===== src/verilog/op_pkg.sv =====
// Control op codes carried from execute into the memory and write-back stages
package op_pkg;

    // Branch op ("where to go")
    typedef logic [2:0] wtg_op_t;

    // A zero code is the bubble, so no redirect comes out of a cleared register
    localparam wtg_op_t wtg_none = 3'd0;
    localparam wtg_op_t wtg_beq  = 3'd1;
    localparam wtg_op_t wtg_bne  = 3'd2;
    localparam wtg_op_t wtg_jr   = 3'd3;
    localparam wtg_op_t wtg_jump = 3'd4;

    // Data memory access size and extension
    typedef logic [2:0] dm_op_t;

    localparam dm_op_t dm_word  = 3'd0;
    localparam dm_op_t dm_half  = 3'd1;
    localparam dm_op_t dm_uhalf = 3'd2;
    localparam dm_op_t dm_byte  = 3'd3;
    localparam dm_op_t dm_ubyte = 3'd4;

    // Source of the register file write data
    typedef logic [1:0] wb_sel_t;

    localparam wb_sel_t wb_alu = 2'd0;
    localparam wb_sel_t wb_mem = 2'd1;
    localparam wb_sel_t wb_pc4 = 2'd2;

endpackage


===== src/verilog/core_pkg.sv =====
// Widths shared by every stage of the back end
package core_pkg;

    // Data word as held in registers and data memory
    typedef logic [31:0] word_t;

    // Byte address of an instruction
    typedef logic [31:0] pc_t;

    // Register file index
    typedef logic [4:0] reg_idx_t;

    // Raw 16-bit immediate from the instruction word
    typedef logic [15:0] imm16_t;

    // Bytes per data word
    localparam int word_bytes = 4;

    // Byte offset bits inside a word
    localparam int byte_off_bits = 2;

endpackage

===== src/verilog/ex_mem_if.sv =====
`timescale 1ns/1ps

// Fields of one executed instruction held between execute and memory
interface ex_mem_if;

    core_pkg::pc_t      pc_4;
    core_pkg::imm16_t   imm16;
    logic               regfile_w_en;
    core_pkg::word_t    regfile_data_a;
    core_pkg::word_t    regfile_data_b;
    core_pkg::reg_idx_t regfile_req_w;
    op_pkg::wtg_op_t    wtg_op;
    core_pkg::word_t    alu_data_res;
    op_pkg::dm_op_t     datamem_op;
    logic               datamem_w_en;
    op_pkg::wb_sel_t    wb_sel;
    logic               syscall_en;
    core_pkg::pc_t      pc_guessed;

    // Stage register drives the fields
    modport reg_side (
        output pc_4, imm16, regfile_w_en, regfile_data_a, regfile_data_b,
        output regfile_req_w, wtg_op, alu_data_res, datamem_op, datamem_w_en,
        output wb_sel, syscall_en, pc_guessed
    );

    // Memory and write-back logic only look at them
    modport stage_side (
        input pc_4, imm16, regfile_w_en, regfile_data_a, regfile_data_b,
        input regfile_req_w, wtg_op, alu_data_res, datamem_op, datamem_w_en,
        input wb_sel, syscall_en, pc_guessed
    );

endinterface


===== src/verilog/writeback_stage.sv =====
`timescale 1ns/1ps

module writeback_stage (
    input  logic               clk,
    input  logic               rst_n,
    input  logic               en,
    ex_mem_if.stage_side       bus,
    input  core_pkg::word_t    load_data,
    output logic               rf_w_en,
    output core_pkg::reg_idx_t rf_w_idx,
    output core_pkg::word_t    rf_w_data,
    output logic               halted
);

    core_pkg::word_t wb_data;

    // Register file write data source
    always_comb begin
        case (bus.wb_sel)
            op_pkg::wb_mem: begin
                wb_data = load_data;
            end
            op_pkg::wb_pc4: begin
                // Link value for jal style instructions
                wb_data = bus.pc_4;
            end
            default: begin
                wb_data = bus.alu_data_res;
            end
        endcase
    end

    always_ff @(posedge clk or negedge rst_n) begin
        if (!rst_n) begin
            rf_w_en <= 1'b0;
            halted  <= 1'b0;
        end else if (en) begin
            rf_w_en <= bus.regfile_w_en;
            // Sticky until reset
            if (bus.syscall_en) begin
                halted <= 1'b1;
            end
        end
    end

    always_ff @(posedge clk) begin
        if (en) begin
            rf_w_idx  <= bus.regfile_req_w;
            rf_w_data <= wb_data;
        end
    end

endmodule


===== src/flat_wrapper.sv =====
// flat-port wrapper written by rule: the top's interface ports become plain ports
module writeback_stage_flat 
  (clk, rst_n, en, load_data, rf_w_en, rf_w_idx, rf_w_data, halted, bus_pc_4, bus_imm16, bus_regfile_w_en, bus_regfile_data_a, bus_regfile_data_b, bus_regfile_req_w, bus_wtg_op, bus_alu_data_res, bus_datamem_op, bus_datamem_w_en, bus_wb_sel, bus_syscall_en, bus_pc_guessed);
  ex_mem_if bus_i ();
  input  logic clk;
  input  logic rst_n;
  input  logic en;
  input  core_pkg::word_t load_data;
  output logic rf_w_en;
  output core_pkg::reg_idx_t rf_w_idx;
  output core_pkg::word_t rf_w_data;
  output logic halted;
  input wire logic [$bits(bus_i.pc_4)-1:0] bus_pc_4;
  input wire logic [$bits(bus_i.imm16)-1:0] bus_imm16;
  input wire logic [$bits(bus_i.regfile_w_en)-1:0] bus_regfile_w_en;
  input wire logic [$bits(bus_i.regfile_data_a)-1:0] bus_regfile_data_a;
  input wire logic [$bits(bus_i.regfile_data_b)-1:0] bus_regfile_data_b;
  input wire logic [$bits(bus_i.regfile_req_w)-1:0] bus_regfile_req_w;
  input wire logic [$bits(bus_i.wtg_op)-1:0] bus_wtg_op;
  input wire logic [$bits(bus_i.alu_data_res)-1:0] bus_alu_data_res;
  input wire logic [$bits(bus_i.datamem_op)-1:0] bus_datamem_op;
  input wire logic [$bits(bus_i.datamem_w_en)-1:0] bus_datamem_w_en;
  input wire logic [$bits(bus_i.wb_sel)-1:0] bus_wb_sel;
  input wire logic [$bits(bus_i.syscall_en)-1:0] bus_syscall_en;
  input wire logic [$bits(bus_i.pc_guessed)-1:0] bus_pc_guessed;
  assign bus_i.pc_4 = bus_pc_4;
  assign bus_i.imm16 = bus_imm16;
  assign bus_i.regfile_w_en = bus_regfile_w_en;
  assign bus_i.regfile_data_a = bus_regfile_data_a;
  assign bus_i.regfile_data_b = bus_regfile_data_b;
  assign bus_i.regfile_req_w = bus_regfile_req_w;
  assign bus_i.wtg_op = bus_wtg_op;
  assign bus_i.alu_data_res = bus_alu_data_res;
  assign bus_i.datamem_op = bus_datamem_op;
  assign bus_i.datamem_w_en = bus_datamem_w_en;
  assign bus_i.wb_sel = bus_wb_sel;
  assign bus_i.syscall_en = bus_syscall_en;
  assign bus_i.pc_guessed = bus_pc_guessed;
  writeback_stage u_core (.clk(clk), .rst_n(rst_n), .en(en), .bus(bus_i), .load_data(load_data), .rf_w_en(rf_w_en), .rf_w_idx(rf_w_idx), .rf_w_data(rf_w_data), .halted(halted));
endmodule

===== config.mk =====
export PLATFORM = sky130hd
export DESIGN_NAME = writeback_stage_flat
export DESIGN_NICKNAME = d
export VERILOG_FILES = /design/src/verilog/op_pkg.sv /design/src/verilog/core_pkg.sv /design/src/verilog/ex_mem_if.sv /design/src/verilog/writeback_stage.sv /design/src/flat_wrapper.sv
export SDC_FILE = /design/constraint.sdc
export NUM_CORES = 1
export LEC_CHECK = 0
export BUFFER_PORTS_ARGS = -buffer_cell sky130_fd_sc_hd__buf_2
export CORE_AREA = 2 2 102 104
export CTS_CLUSTER_DIAMETER = 60
export CTS_CLUSTER_SIZE = 40
export DETAILED_ROUTE_END_ITERATION = 6
export DIE_AREA = 0 0 104 106
export GPL_ROUTABILITY_DRIVEN = 1
export MAX_ROUTING_LAYER = met4
export PLACE_DENSITY = 0.51
export SLEW_MARGIN = 15
export SYNTH_ARGS = -nofsm -noshare
export SYNTH_HDL_FRONTEND = slang
export SYNTH_SLANG_ARGS = --single-unit

===== constraint.sdc =====
create_clock -name clk -period 1 [get_ports clk]
set_clock_uncertainty 0.1 [all_clocks]
set_input_delay 0.3 -clock clk [delete_from_list [all_inputs] [get_ports clk]]
set_output_delay 0.3 -clock clk [all_outputs]
set_load 0.005 [all_outputs]

* Word-level counts from Yosys, hierarchy flattened
Cells that the tools add are included.
** Storage, ports and cells
- Register bits :: 39
- Input port bits :: 227
- Output and inout port bits :: 39
- Word-level logic and storage cells :: 8
** Operators by class
- Eq/ne operators :: 2
- Multiplexer cells :: 1
- Reduce and logical (&&, ||, !) cells :: 1
** Operators with widths (number)
- 32-bit case mux with 2 select lines :: 1
- 2-bit by 1-bit == test with 1-bit output (second input constant) :: 1
- 2-bit == test (second input constant) :: 1
- 2-bit AND reduction :: 1

* Longest topological paths before layout
- Depth after elaboration :: 2
- Gate-level depth with buffers :: 6

* Least setup slack after synthesis
Ideal clock, no wire load.
- Path kind :: input port to flip-flop
- From :: input bus_wb_sel[0]
- To :: register u_core.rf_w_data[30] (data pin)
- Setup time :: 0.261 ns
- Arrival time :: 1.008 ns
- Required time :: 0.639 ns
- Setup slack :: -0.369 ns
- Stages :: 6
- Buffers on the path :: 2
- Path through :: inv_1 -> ha_1 -> buf_2 -> buf_2 -> nand2_1 -> o21ai_0
** On the way
- Longest elaborated chain between the ends :: 2
** Ends and longest elaborated chain
- start: declaration :: RTL line flat_wrapper.sv:23 : input wire logic [$bits(bus_i.wb_sel)-1:0] bus_wb_sel;
- 2-bit == test or 2-bit by 1-bit == test with 1-bit output (tied branches) :: RTL line writeback_stage.sv:19 : case (bus.wb_sel)
- 32-bit case mux with 2 select lines * :: RTL line writeback_stage.sv:19
- named net u_core.wb_data[30] :: RTL line writeback_stage.sv:15 : core_pkg::word_t wb_data;
- end signal: assignment :: RTL line writeback_stage.sv:49 : rf_w_data <= wb_data;
- end: declaration :: RTL line writeback_stage.sv:11 : output core_pkg::word_t rf_w_data,
The timed path passes the listed nets; every way through them passes the cells marked *.
A chain may end at the register's enable or synchronous reset.

* Worst setup path in the final report
- From :: register u_core.rf_w_data[10]
- To :: output rf_w_data[10]
** RTL lines
- end: declaration :: RTL line flat_wrapper.sv:11 : output core_pkg::word_t rf_w_data;
No word-level cell between the ends.

==> summary.md <==
| Metric | Value |
|---|---|
| Outcome | `complete, but fails checks` |
| Failing checks | `negative setup slack` |
| Synth cell count leaders | `edfxtp_1 (37), a22oi_1 (32), nand2_1 (32), o21ai_1 (30), buf_2 (7)` |
| Worst min path class | `in2reg` |
| Slew Limit Fails | `0` |
| Global Route Usage Sum | `14.0%` |
| Worst-Margin Slew | `0.217 ns` |
| WP data arrival | `0.82 ns` |
| Overall die width | `104 um` |
| Number of flops mapped to enable cells by yosys | `37` |
| Period utilisation layout | `122%` |
| Die ar. | `11000 um^2` |
| Worst Path Buf+Inv | `1` |
| CTS root buf | `clkbuf_8` |
| Syn_nets | `383` |
| Peak VDD IR | `0.470 mV` |
| Total power | `4.45 mW` |
| # DRC | `0` |
| Vias per cell | `4.27` |
| Hold Fails Final Rpt | `0` |
| Maximum clock insertion buffer count | `2` |
| Top_reg_cell synth | `edfxtp_1` |
| Worst EP required | `0.60 ns` |
| Routability congestion estimate | `0.754` |
| Synth area leaders | `edfxtp_1 (61%), a22oi_1 (13%), o21ai_1 (8.2%), nand2_1 (6.6%), dfrtp_1 (2.7%)` |
| Slowest CP cell | `edfxtp_1` |
| Routed WL per cell | `17.2 um` |
| H-tree depth | `2` |
| Grt total ovfl | `0` |
| IO buf count | `146` |
| Endpoint type of the worst setup path | `output port` |
| Number of global-route vias before repair | `2072` |
| Post-route ant nets | `0` |
| Initial drt markers | `86` |
| Site Rows | `37` |
| I/O pins | `266` |
| Die Height | `106 um` |
| Max cap viols | `0` |
| Fin crit period | `1.22 ns` |
| Dpl cells | `429` |
| Worst setup SP type | `register` |
| Leak pwr | `1.58 nW` |
| Num CTS Buffers | `5` |
| CP max stage delay | `0.40 ns` |
| Fraction of layout cells with a size suffix above 1 | `77.7%` |
| Crit Path Max Fanout | `1` |
| Layout Utilization | `35.7%` |
| DP HPWL | `4960 um` |
| Final worst setup slack | `-0.222 ns` |
| Post-Layout Cell Count | `458` |
| Initial core utilization | `18.2%` |
| Skew-Pair Late Insertion Delay | `0.28 ns` |
| CTS tree | `yes` |
| Relative slew slack | `85.5%` |
| Worst-path clk slew | `0.08 ns` |
| Synthesis-to-layout area growth | `95.8%` |
| Area share of the largest cell type after synthesis | `60.9%` |
| Mapped Cells | `154` |
| CP top delay family | `flip-flops` |
| RSZ-0062 raised after global routing | `yes` |
| First-pass GRT wire length | `11300 um` |
| Part of the Yosys area used for sequential elements | `63.6%` |
| Core outline area | `10000 um^2` |
| Power Density | `1250 nW/um^2` |
| Worst-path cell chain | `buf_2` |
| Initial antenna violation count | `3` |
| Final setup fails | `71` |
| Synthesized area | `1820 um^2` |
| First drt pass iteration count | `4` |
| Yosys warnings | `0` |
| Via count | `1954` |
| Drt total wl | `7890 um` |
| Max Clock Freq | `0.818 GHz` |
| Total Nets Final | `548` |
| Setup CP Type | `reg2out` |
| Post-Syn Area per Cell | `11.8 um^2` |
| Post-synth cell types | `13` |
| Most frequent cell after synthesis | `edfxtp_1` |
| Biggest area consumer among synthesized cells | `edfxtp_1` |
| Seq cells post-synth | `39` |
| Largest net degree at the start of global routing | `24` |
| Asr flop ratio synth | `5.13%` |
| Clock Sinks | `39` |
## metal layers
layer / wire length, um / global-route usage [%] / vias to the layer above
met5: 0 / - / -
met4: 99 / 3.67 / 0
met3: 618 / 4.48 / 7
met2: 3740 / 22.2 / 86
met1: 3440 / 17.4 / 937
li1: - / - / 924
## report_power, final
| group | leakage, nW | total (mW) | internal [mW] | switching, mW |
|---|---|---|---|---|
| clock | 0.0414 | 1.01 | 0.465 | 0.542 |
| combinational | 1.16 | 1.42 | 0.746 | 0.671 |
| sequential | 0.379 | 2.03 | 1.99 | 0.0398 |
| total | 1.58 | 4.45 | 3.20 | 1.25 |
## cell usage in the layout, fill, tap and decap left out, types with 6 or more instances in the layout
master / instances
a22oi_1: 20
a22oi_2: 12
buf_12: 8
buf_2: 144
edfxtp_1: 37
nand2_2: 6
nand2_4: 22
o21ai_2: 27
## registers in the layout, indices dropped and copies added, names as in the netlist
name,cells
u_core.halted,1
u_core.rf_w_idx,5
u_core.rf_w_data,32
u_core.rf_w_en,1
## cells by family after synthesis
kind of cell	Yosys count	share of synthesized area (%)
DFF	39	63.6
adders and majority gates	2	1.37
AOI/OAI and AO/OA	65	22.4
muxes	1	0.617
buffers and inverters	15	5.42
and+or+nand+nor	32	6.58
## area by class of cell
| cell class | count | area [um^2] |
|---|---|---|
| Tap cell | 136 | 170 |
| Clock buffer | 5 | 68.8 |
| Sequential cell | 39 | 1160 |
| Clock inverter | 2 | 8.76 |
| Timing Repair Buffer | 171 | 1210 |
| Antenna cell | 3 | 7.51 |
| Fill cell | 1039 | 6430 |
| Inverter | 2 | 15.0 |
| Multi-Input combinational cell | 100 | 931 |
## through the flow
step	hold WS, ns	setup TNS, ns	instance area, um^2	setup slack, ns
after floorplan	-0.0956	-7.26	1920	-0.229
after global placement	-0.0149	-18.59	2770	-0.478
after detailed placement	-0.0104	-18.87	2770	-0.510
after CTS	0.0821	-12.02	3320	-0.241
after global routing	0.0831	-13.50	3570	-0.255
final	0.0908	-11.61	3570	-0.222
## path summary, 6_finish.rpt
| check | cells after the start | slack, ns | to | start |
|---|---|---|---|---|
| setup / recovery | 1 | -0.22 | rf_w_data[10] | u_core.rf_w_data[10]$_DFFE_PP_ |
| hold / removal | 1 | 0.09 | u_core.rf_w_idx[3]$_DFFE_PP_ | bus_regfile_req_w[3] |
| setup reg to reg | 1 | 0.16 | u_core.rf_w_en$_DFFE_PN0P_ | u_core.rf_w_en$_DFFE_PN0P_ |
| hold reg to reg | 1 | 0.36 | u_core.halted$_DFFE_PN0P_ | u_core.halted$_DFFE_PN0P_ |
| max in group asynchronous | 2 | 0.48 | u_core.halted$_DFFE_PN0P_ | rst_n |
| min in group asynchronous | 2 | 0.22 | u_core.rf_w_en$_DFFE_PN0P_ | rst_n |
## timing repair
| item | in CTS | in global routing |
|---|---|---|
| setup endpoints to repair | 71 | 71 |
| gates cloned | 6 | 3 |
| setup buffers | 10 | 0 |
| hold endpoints to repair | 2 | 0 |
| pin swaps | 9 | 10 |
| hold buffers | 1 | 0 |
| resized for setup | 51 | 52 |
(Power assumes the default switching activity.)
