==> config.mk <==
export PLATFORM = sky130hd
export DESIGN_NAME = branch_resolve_flat
export DESIGN_NICKNAME = d
export VERILOG_FILES = /design/src/verilog/op_pkg.sv /design/src/verilog/core_pkg.sv /design/src/verilog/ex_mem_if.sv /design/src/verilog/branch_resolve.sv /design/src/flat_wrapper.sv
export SDC_FILE = /design/constraint.sdc
export NUM_CORES = 1
export LEC_CHECK = 0
export BUFFER_PORTS_ARGS = -buffer_cell sky130_fd_sc_hd__buf_2
export CORE_AREA = 2 2 116 118
export DETAILED_ROUTE_END_ITERATION = 6
export DIE_AREA = 0 0 118 120
export GPL_TIMING_DRIVEN = 0
export SYNTH_ARGS = -nofsm -noshare
export SYNTH_HDL_FRONTEND = slang
export SYNTH_SLANG_ARGS = --single-unit
==> constraint.sdc <==
create_clock -name vclk -period 7.45
set_clock_uncertainty 0.2 [all_clocks]
set_input_delay 0.3725 -clock vclk [all_inputs]
set_output_delay 0.3725 -clock vclk [all_outputs]
set_load 0.01 [all_outputs]
==> src/verilog/op_pkg.sv <==
// Control op codes carried from execute into the memory and write-back stages
package op_pkg;

    // Branch op ("where to go")
    typedef logic [2:0] wtg_op_t;

    // A zero code is the bubble, so no redirect comes out of a cleared register
    localparam wtg_op_t wtg_none = 3'd0;
    localparam wtg_op_t wtg_beq  = 3'd1;
    localparam wtg_op_t wtg_bne  = 3'd2;
    localparam wtg_op_t wtg_jr   = 3'd3;
    localparam wtg_op_t wtg_jump = 3'd4;

    // Data memory access size and extension
    typedef logic [2:0] dm_op_t;

    localparam dm_op_t dm_word  = 3'd0;
    localparam dm_op_t dm_half  = 3'd1;
    localparam dm_op_t dm_uhalf = 3'd2;
    localparam dm_op_t dm_byte  = 3'd3;
    localparam dm_op_t dm_ubyte = 3'd4;

    // Source of the register file write data
    typedef logic [1:0] wb_sel_t;

    localparam wb_sel_t wb_alu = 2'd0;
    localparam wb_sel_t wb_mem = 2'd1;
    localparam wb_sel_t wb_pc4 = 2'd2;

endpackage

==> src/verilog/core_pkg.sv <==
// Widths shared by every stage of the back end
package core_pkg;

    // Data word as held in registers and data memory
    typedef logic [31:0] word_t;

    // Byte address of an instruction
    typedef logic [31:0] pc_t;

    // Register file index
    typedef logic [4:0] reg_idx_t;

    // Raw 16-bit immediate from the instruction word
    typedef logic [15:0] imm16_t;

    // Bytes per data word
    localparam int word_bytes = 4;

    // Byte offset bits inside a word
    localparam int byte_off_bits = 2;

endpackage
==> src/verilog/ex_mem_if.sv <==
`timescale 1ns/1ps

// Fields of one executed instruction held between execute and memory
interface ex_mem_if;

    core_pkg::pc_t      pc_4;
    core_pkg::imm16_t   imm16;
    logic               regfile_w_en;
    core_pkg::word_t    regfile_data_a;
    core_pkg::word_t    regfile_data_b;
    core_pkg::reg_idx_t regfile_req_w;
    op_pkg::wtg_op_t    wtg_op;
    core_pkg::word_t    alu_data_res;
    op_pkg::dm_op_t     datamem_op;
    logic               datamem_w_en;
    op_pkg::wb_sel_t    wb_sel;
    logic               syscall_en;
    core_pkg::pc_t      pc_guessed;

    // Stage register drives the fields
    modport reg_side (
        output pc_4, imm16, regfile_w_en, regfile_data_a, regfile_data_b,
        output regfile_req_w, wtg_op, alu_data_res, datamem_op, datamem_w_en,
        output wb_sel, syscall_en, pc_guessed
    );

    // Memory and write-back logic only look at them
    modport stage_side (
        input pc_4, imm16, regfile_w_en, regfile_data_a, regfile_data_b,
        input regfile_req_w, wtg_op, alu_data_res, datamem_op, datamem_w_en,
        input wb_sel, syscall_en, pc_guessed
    );

endinterface

==> src/verilog/branch_resolve.sv <==
`timescale 1ns/1ps

module branch_resolve (
    ex_mem_if.stage_side  bus,
    output logic          redirect,
    output core_pkg::pc_t redirect_pc
);

    core_pkg::pc_t branch_off;
    core_pkg::pc_t branch_tgt;
    core_pkg::pc_t real_next;
    logic          operands_eq;

    // Word offset from the immediate, relative to pc + 4
    assign branch_off  = {{14{bus.imm16[15]}}, bus.imm16, 2'b00};
    assign branch_tgt  = bus.pc_4 + branch_off;
    assign operands_eq = (bus.regfile_data_a == bus.regfile_data_b);

    always_comb begin
        real_next = bus.pc_4;
        case (bus.wtg_op)
            op_pkg::wtg_beq: begin
                if (operands_eq) begin
                    real_next = branch_tgt;
                end
            end
            op_pkg::wtg_bne: begin
                if (!operands_eq) begin
                    real_next = branch_tgt;
                end
            end
            op_pkg::wtg_jr: begin
                real_next = bus.regfile_data_a;
            end
            op_pkg::wtg_jump: begin
                // Jump target is formed by the ALU in execute
                real_next = bus.alu_data_res;
            end
            default: begin
                real_next = bus.pc_4;
            end
        endcase
    end

    // Plain instructions never redirect, whatever was guessed for them
    assign redirect    = (bus.wtg_op != op_pkg::wtg_none) && (real_next != bus.pc_guessed);
    assign redirect_pc = real_next;

endmodule

==> src/flat_wrapper.sv <==
// flat-port wrapper written by rule: the top's interface ports become plain ports
module branch_resolve_flat 
  (redirect, redirect_pc, bus_pc_4, bus_imm16, bus_regfile_w_en, bus_regfile_data_a, bus_regfile_data_b, bus_regfile_req_w, bus_wtg_op, bus_alu_data_res, bus_datamem_op, bus_datamem_w_en, bus_wb_sel, bus_syscall_en, bus_pc_guessed);
  ex_mem_if bus_i ();
  output logic redirect;
  output core_pkg::pc_t redirect_pc;
  input wire logic [$bits(bus_i.pc_4)-1:0] bus_pc_4;
  input wire logic [$bits(bus_i.imm16)-1:0] bus_imm16;
  input wire logic [$bits(bus_i.regfile_w_en)-1:0] bus_regfile_w_en;
  input wire logic [$bits(bus_i.regfile_data_a)-1:0] bus_regfile_data_a;
  input wire logic [$bits(bus_i.regfile_data_b)-1:0] bus_regfile_data_b;
  input wire logic [$bits(bus_i.regfile_req_w)-1:0] bus_regfile_req_w;
  input wire logic [$bits(bus_i.wtg_op)-1:0] bus_wtg_op;
  input wire logic [$bits(bus_i.alu_data_res)-1:0] bus_alu_data_res;
  input wire logic [$bits(bus_i.datamem_op)-1:0] bus_datamem_op;
  input wire logic [$bits(bus_i.datamem_w_en)-1:0] bus_datamem_w_en;
  input wire logic [$bits(bus_i.wb_sel)-1:0] bus_wb_sel;
  input wire logic [$bits(bus_i.syscall_en)-1:0] bus_syscall_en;
  input wire logic [$bits(bus_i.pc_guessed)-1:0] bus_pc_guessed;
  assign bus_i.pc_4 = bus_pc_4;
  assign bus_i.imm16 = bus_imm16;
  assign bus_i.regfile_w_en = bus_regfile_w_en;
  assign bus_i.regfile_data_a = bus_regfile_data_a;
  assign bus_i.regfile_data_b = bus_regfile_data_b;
  assign bus_i.regfile_req_w = bus_regfile_req_w;
  assign bus_i.wtg_op = bus_wtg_op;
  assign bus_i.alu_data_res = bus_alu_data_res;
  assign bus_i.datamem_op = bus_datamem_op;
  assign bus_i.datamem_w_en = bus_datamem_w_en;
  assign bus_i.wb_sel = bus_wb_sel;
  assign bus_i.syscall_en = bus_syscall_en;
  assign bus_i.pc_guessed = bus_pc_guessed;
  branch_resolve u_core (.bus(bus_i), .redirect(redirect), .redirect_pc(redirect_pc));
endmodule
======== Yosys cells after proc, flatten, opt, wreduce, memory -nomap -nowiden ========
Cells that the tools add are included.
W data, S select, Z words.
operators by class
  multiplexer cells ....................... 3
  equality and inequality tests ........... 6
  reduce and logical (&&, ||, !) cells .... 2
  add/sub/neg operators ................... 1
operators with widths
  operator              number
  $pmux W32 S4          1
  $mux W32              2
  $add A32 B32 Y32      1
  $eq A32 B32 Y1        1
  $ne A32 B32 Y1        1
  $eq A3 B2 Y1 const B  2
  $eq A3 B1 Y1 const B  1
  $eq A3 B3 Y1 const B  1
  $reduce_bool A3 Y1    1
  $logic_and A1 B1 Y1   1
storage, ports and cells
  bits in registers ....................... 0
  logic and storage cells ................. 12
  output and inout bits ................... 33

======== Longest topological paths before layout ========
Gate-level depths: netlist of the first run.
  depth after elaboration ................. 5
  mapped depth ............................ 14
  depth with buffers taken out ............ 13

======== Worst setup path before layout of the first run ========
OpenSTA, ideal clock, no wires.
  kind .................................... input to output
  from .................................... input bus_imm16[0]
  to ...................................... output redirect
  arrival ................................. 3.427 ns
  required time ........................... 6.878 ns
  path buffers ............................ 0
  slack ................................... 3.451 ns
  cell stages on the path ................. 13
  cells stage by stage .................... ha_1 fa_1 a211oi_1 o211ai_1 a2bb2oi_1 o31ai_1 xor2_1 and3_1 a31o_2 a211o_1 a2111oi_2 nand4_1 o41a_1
between the ends
  cells in the longest elaborated chain, start to end .. 5
RTL lines
  element                      line                                        source
  from (decl)                  flat_wrapper.sv:8                           input wire logic [$bits(bus_i.imm16)-1:0] bus_imm16;
  $add A32 B32 Y32 (*)         branch_resolve.sv:16                        assign branch_tgt = bus.pc_4 + branch_off;
  $mux W32 (on tied branches)  branch_resolve.sv:28, branch_resolve.sv:23
  $pmux W32 S4 (*)             branch_resolve.sv:21                        case (bus.wtg_op)
  $ne A32 B32 Y1 (*)           branch_resolve.sv:46                        assign redirect = (bus.wtg_op != op_pkg::wtg_none) && (real_next != bus.pc_guessed);
  $logic_and A1 B1 Y1 (*)      branch_resolve.sv:46
  to (decl)                    flat_wrapper.sv:5                           output logic redirect;
Mark *: on every way between the ends. The rest lies on a longest branch, timed or not.

======== Worst setup path after layout of the first run ========
  from .................................... input bus_imm16[3]
  to ...................................... output redirect
The elaborated chain is that of the path after synthesis.

==> results of run 1 <==
-- stage by stage --
stage,setup slack [ps],cells
CTS,2360,937
floorplan,3450,549
global placement,2390,937
global route,2180,938
finish,2370,938
detailed placement,2360,937
-- cell type report --
type                            count  area, um^2  area share [%]
Tap cell                          176         220            4.36
Timing Repair Buffer              212        1060            21.0
Multi-Input combinational cell    508        3600            71.3
Buffer                             26         111            2.20
Inverter                           15        56.3            1.11
Antenna cell                        1        2.50          0.0495
-- worst paths after layout --
kind | start | end | slack [ps] | cells past startpoint
setup / recovery | bus_imm16[3] | redirect | 2370 | 14
hold / removal | bus_pc_4[10] | redirect_pc[10] | 900 | 4
-- critical path, stage by stage --
cell      delay (ps)
buf_2            100
ha_1             340
and2_1           200
a221oi_2         360
a211oi_1         180
or2_1            340
and4_1           220
o41ai_1          570
a211oi_1         150
nor4_1           600
and4_1           350
nand4_1          160
o41a_1           420
buf_2            150
-- logic make-up after synthesis --
| group | share of synthesized area, % |
|---|---|
| xor gates and xnor gates | 17.9 |
| muxes | 2.32 |
| buffers and inverters | 4.44 |
| AOI/OAI and AO/OA | 39.9 |
| and+or+nand+nor | 25.3 |
| adders and majority gates | 10.1 |
-- per-layer routing --
layer	GRT usage, %	vias to the layer above
met5	0	-
met4	6.40	0
met3	2.28	28
met2	41.1	234
met1	33.0	2401
li1	-	2555
-- power groups by stage --
stage	clock, W	sequential [W]	combinational, W
final	0.0000000000180	0	0.000399
after global routing	0.0000000000179	0	0.000437
after CTS	0	0	0.000395
after detailed placement	0	0	0.000393
after global placement	0	0	0.000391
after floorplan	0	0	0.000239
-- cells in the mapped netlist, types with 5 or more instances --
cell / instances
a2111o_1: 5
a211oi_1: 13
a21o_1: 8
a21oi_1: 47
a221o_1: 6
a222oi_1: 5
a22o_1: 8
a22oi_1: 7
a31o_2: 5
a31oi_1: 5
and2_1: 7
and3_1: 5
buf_2: 5
clkbuf_1: 18
ha_1: 29
inv_1: 15
mux2i_1: 5
nand2_1: 60
nand3_1: 11
nand4_1: 9
nor2_1: 33
nor2b_1: 5
nor3_1: 11
nor4_2: 8
o211ai_1: 5
o21a_1: 5
o21ai_0: 41
or3_1: 5
xnor2_1: 19
xor2_1: 58
==> metrics, run 1 <==
Total Power=0.000399 W; DP HPWL=15,600 um; mapped cell area=0.00377 mm^2; postcts setup bufs=0; Setup TNS=0 ps; nets in the synthesized netlist=771; I/O pin cnt=225; first-pass GRT wire length=27,200 um; # DRC=0; Area Overhead vs Synth=34.0%; GRT Residual Overflow=0; Seq/Total Area, Yosys=0%; Final Hold Viols=0; WL met2=8320 um; Rows=42; YS warnings=0; initial core utilization=29.1%; Reg area=0 um^2; max layer used=met4; DR WL/cell=19.3 um; width of the die=118 um; CP required=6880 ps; Yosys top cell area share=13.5%; met3 WL post-DR=1260 um; switching power=0.000234 W; critical path arrival=4510 ps; Clk network pwr share=0%; max_cap viols=0; largest net degree at the start of global routing=16; fmax=197 MHz; DRT Pass-1 Iters=5; Via density=5.56; DP Area=0.00505 mm^2; maximum vdd ir drop=0.0000293 V; design area=0.00506 mm^2; most frequent cells in the layout=217 x buf_2, 60 x nand2_1, 58 x xor2_1, 47 x a21oi_1, 41 x o21ai_0; hold_buf cts=0; All-Layer GR Usage=24.3%; Leak Pwr=2.35 nW; Slew HR=42.9%; initial antenna violation count=1; fin crit share=68.2%; die area=0.0142 mm^2; syn avg cell area=6.87 um^2; RSZ-0062 raised after global routing=false; commonest non-fill, non-tap cell in the layout=buf_2; PwrDens=79.0 mW/mm^2; CP Launch Type=input pin; post-CTS sizing=0; Synth cell types=74; share of cells above drive strength 1=32.5%; worst-path fanout max=4; Yosys top cell by area=xor2_1; core area=0.0130 mm^2; # clk buffers=0; Die H=120 um; Final #Nets=985; worst hold slack=899 ps; # setup viols final=0; final worst path period need=5080 ps; switching portion of total power=58.6%; FF+latch count=0; Crit Path Class=in2out; DR vias=5,218; slew at the pin closest to its max-slew limit=849 ps; metal1 wirelength=7910 um; Post-Route WL=18,100 um; count of final max-slew check failures=0; worst min path class=in2out; post-route ant nets=0; Placer Congestion=0.952; sequential power share=0%; Worst setup EP type=output port; status=finished clean; vias in the first global route=4,900; combinational share of power=100.0%; cell-internal power=0.000165 W; Starting DRT DRC Count=455; top cells by area, synth=xor2_1 13%, ha_1 9.6%, a21oi_1 6.2%; IO buf count=212; Filler Cells Inserted=1,451; final core occ=39.0%; Synth Instances=549
Power figures use the tool's default switching activity.
==> inputs of run 2 (changes only) <==
- clock period: 7.45 -> 4.95 ns (I/O delays scaled with it)
==> run 2 against run 1 <==
Utilization rose by 0.058 points. Routed wire length fell by 0.13%. Power rose by 51%. Setup slack worse by 2100 ps. Critical path depth is 1 higher. Sequential share of layout area stayed put. Final area up 0.15%. Sequential cell count is the same. Largest cell class unchanged.
==> metrics, run 2 (synthesis results as in run 1) <==
Placer Congestion=0.952; share of cells above drive strength 1=32.6%; switching portion of total power=58.6%; crit-path cells=buf_2, ha_1, fa_1, a211oi_1, o211ai_1, a2bb2oi_1, o21ai_0, xor2_1, a32o_1, nor2_1, a2111oi_1, and4b_1, nand4_1, o41a_1, buf_2; Rows=42; Final #Nets=985; worst-path fanout max=4; critical path arrival=4250 ps; Leak Pwr=2.35 nW; max_cap viols=0; DR vias=5,221; DR WL/cell=19.3 um; Die H=120 um; CP most frequent cell=buf_2; final worst path period need=4700 ps; worst min path class=in2out; Worst setup EP type=output port; maximum vdd ir drop=0.0000445 V; # setup viols final=0; DP HPWL=15,600 um; largest net degree at the start of global routing=16; status=finished clean; die area=0.0142 mm^2; CP required=4500 ps; RSZ-0062 raised after global routing=false; IO buf count=212; fmax=213 MHz; FF+latch count=0; slew at the pin closest to its max-slew limit=840 ps; Clk network pwr share=0%; Area Overhead vs Synth=34.2%; Post-Route WL=18,100 um; initial core utilization=29.1%; fin crit share=94.9%; width of the die=118 um; CP max stage cell=a2111oi_1; I/O pin cnt=225; post-route ant nets=0; core area=0.0130 mm^2; Setup TNS=0 ps; switching power=0.000353 W; DRT Pass-1 Iters=7; GRT Residual Overflow=0; # clk buffers=0; post-CTS sizing=0; # DRC=0; most frequent cells in the layout=217 x buf_2, 60 x nand2_1, 58 x xor2_1, 47 x a21oi_1, 41 x o21ai_0; Via density=5.57; sequential power share=0%; cell-internal power=0.000249 W; commonest non-fill, non-tap cell in the layout=buf_2; first-pass GRT wire length=27,200 um; count of final max-slew check failures=0; Cells after DPL=937; Slew HR=43.6%; worst hold slack=649 ps; Final Hold Viols=0; Crit Path Class=in2out; vias in the first global route=4,900; Starting DRT DRC Count=383; combinational share of power=100.0%; All-Layer GR Usage=24.3%; fin cells=938; CP max stage delay=510 ps; CP Launch Type=input pin; postcts setup bufs=0; Total Power=0.000602 W; initial antenna violation count=1; PwrDens=119 mW/mm^2; Reg area=0 um^2; hold_buf cts=0
[run 2: cell counts in the layout (fill, tap and decap cells not counted)]
Identical to the previous run, type by type.
[run 2: worst max-delay path, delay by kind of cell]
| family | cells | cell delay, ps |
|---|---|---|
| AOI/OAI and AO/OA | 7 | 2330 |
| xor gates and xnor gates | 1 | 280 |
| adders and majority gates | 2 | 680 |
| buffers and inverters | 2 | 250 |
| and+or+nand+nor | 3 | 450 |
[run 2: routing by layer]
layer,share of wire (%),vias up,global-route usage (%),routed length (um)
met3,7.2,28,2.28,1290
li1,-,2556,-,-
met1,43,2403,33.0,7800
met4,3.1,0,6.40,554
met2,47,234,41.1,8420
met5,0,-,0,0
[run 2: area by class of cell]
class | count | area [um^2]
fillers | 1450 | 7920
repair buffers | 212 | 1060
multi-input cells | 508 | 3610
well taps | 176 | 220
inverters | 15 | 56.3
diodes | 1 | 2.50
plain buffers | 26 | 111
[run 2: worst paths after layout]
kind	end	slack (ps)	cells after the start	start
worst max-delay path	redirect	250	15	bus_imm16[0]
worst min-delay path	redirect_pc[10]	650	4	bus_pc_4[10]
[run 2: power groups by stage]
stage          Sequential, W        Clock [W]  Combinational [W]
3_3_place_gp               0                0           0.000589
3_5_place_dp               0                0           0.000591
5_1_grt                    0  0.0000000000270           0.000658
6_report                   0  0.0000000000270           0.000602
2_1_floorplan              0                0           0.000360
4_1_cts                    0                0           0.000594
[run 2: stage by stage]
stage          utilization [%]  worst slack [ps]  cell area [um^2]
2_1_floorplan                -              1200              3770
3_3_place_gp              38.9               139              5050
3_5_place_dp              38.9               110              5050
4_1_cts                   38.9               106              5050
5_1_grt                   39.0              69.6              5060
6_report                  39.0               255              5060
==> inputs of run 3 (changes only) <==
- PLACE_DENSITY: not set -> 0.69
==> run 3 against run 2 <==
Setup slack got worse by 87 ps. Power up 0.15%. Count of clock-buffer cells in the layout is the same. Die area stayed put. Largest power group unchanged. Highest routed layer unchanged.
==> metrics, run 3 (synthesis results as in run 1) <==
# setup viols final=0; Hold EP=redirect_pc[31]; I/O pin cnt=225; DP Area=0.00505 mm^2; commonest non-fill, non-tap cell in the layout=buf_2; CP max stage cell=nor4_1; FF+latch count=0; DP HPWL=15,600 um; Final Hold Viols=0; RSZ-0062 raised after global routing=false; fin cells=937; crit path buf inv count=2; CP delay by family, top=simple AND/OR/NAND/NOR gates; maximum vdd ir drop=0.0000578 V; initial antenna violation count=0; first-pass GRT wire length=27,000 um; width of the die=118 um; worst-path fanout max=4; CP required=4500 ps; vias in the first global route=4,986; critical path arrival=4340 ps; GRT Residual Overflow=0; Worst setup EP type=output port; Slew HR=45.8%; Area Overhead vs Synth=34.1%; Leak Pwr=2.35 nW; Reg area=0 um^2; Starting DRT DRC Count=423; crit-path cells=buf_2, ha_1, and2_1, a221oi_2, a211oi_1, or2_1, and4_1, o41ai_1, a211oi_1, nor4_1, and4_1, nand4_1, o41a_1, buf_2; Placer Congestion=0.968; fin crit share=96.6%; diode count=0; Crit Path Class=in2out; postcts setup bufs=0; design area=0.00506 mm^2; CP Launch Type=input pin; CP max stage delay=580 ps; die area=0.0142 mm^2; Clk network pwr share=0%; DRT Pass-1 Iters=5; most frequent cells in the layout=217 x buf_2, 60 x nand2_1, 58 x xor2_1, 47 x a21oi_1, 41 x o21ai_0; combinational share of power=100.0%; Final #Nets=985; Setup TNS=0 ps; sequential power share=0%; # clk buffers=0; Post-Route WL=18,300 um; # DRC=0; max_cap viols=0; switching power=0.000353 W; All-Layer GR Usage=24.1%; Rows=42; Cells after DPL=937; DR vias=5,266; Via density=5.62; final worst path period need=4780 ps; core area=0.0130 mm^2; switching portion of total power=58.6%; fmax=209 MHz; DR WL/cell=19.5 um; Filler Cells Inserted=1,414; initial core utilization=29.1%; Total Power=0.000603 W; largest net degree at the start of global routing=16; cell-internal power=0.000250 W; Worst path depth=14; status=finished clean; Hold Crit Depth=3; worst min path class=in2out; share of cells above drive strength 1=32.6%; post-route ant nets=0; PwrDens=119 mW/mm^2; IO buf count=212; count of final max-slew check failures=0; Hold Startpoint=bus_pc_4[31]; slew at the pin closest to its max-slew limit=807 ps; Die H=120 um
run 3: power by group through the flow:
| stage | combinational, W | clock (W) | sequential [W] |
|---|---|---|---|
| 3_3_place_gp | 0.000586 | 0 | 0 |
| 5_1_grt | 0.000654 | 0 | 0 |
| 4_1_cts | 0.000592 | 0 | 0 |
| 2_1_floorplan | 0.000360 | 0 | 0 |
| 3_5_place_dp | 0.000589 | 0 | 0 |
| 6_report | 0.000603 | 0 | 0 |
run 3: final cells by class:
cell class	count	area (um^2)	share of cell area, %
buffer	26	111	2.20
inverter	15	56.3	1.11
multi-input combinational	508	3610	71.4
tap	176	220	4.35
timing repair buffer	212	1060	21.0
run 3: how the worst max path moves through the flow:
stage | start | endpoint | slack [ps]
2_1_floorplan | bus_imm16[0] | redirect | 1200
3_5_place_dp | bus_imm16[4] | redirect | 170
5_1_grt | bus_imm16[3] | redirect | 5
6_report | bus_imm16[4] | redirect | 170
3_3_place_gp | bus_imm16[4] | redirect | 170
4_1_cts | bus_imm16[4] | redirect | 170
run 3: metal layers:
layer | vias to the layer above | GRT usage (%) | wire length (um)
met5 | - | 0 | 0
met4 | 0 | 6.63 | 562
met3 | 34 | 2.28 | 1480
met2 | 262 | 40.7 | 8430
met1 | 2417 | 32.6 | 7780
li1 | 2553 | - | -
run 3: what timing repair did:
item	in CTS	in global routing
gates resized for setup	0	1
hold buffers	0	0
endpoints found under the setup margin	0	1
run 3: stage by stage:
| stage | utilization (%) | setup WS [ps] | hold slack [ps] |
|---|---|---|---|
| final | 39.0 | 167 | 654 |
| after global routing | 39.0 | 5.22 | 680 |
| after CTS | 38.9 | 173 | 654 |
| after detailed placement | 38.9 | 170 | 656 |
| after global placement | 38.9 | 174 | 648 |
| after floorplan | - | 1200 | 433 |
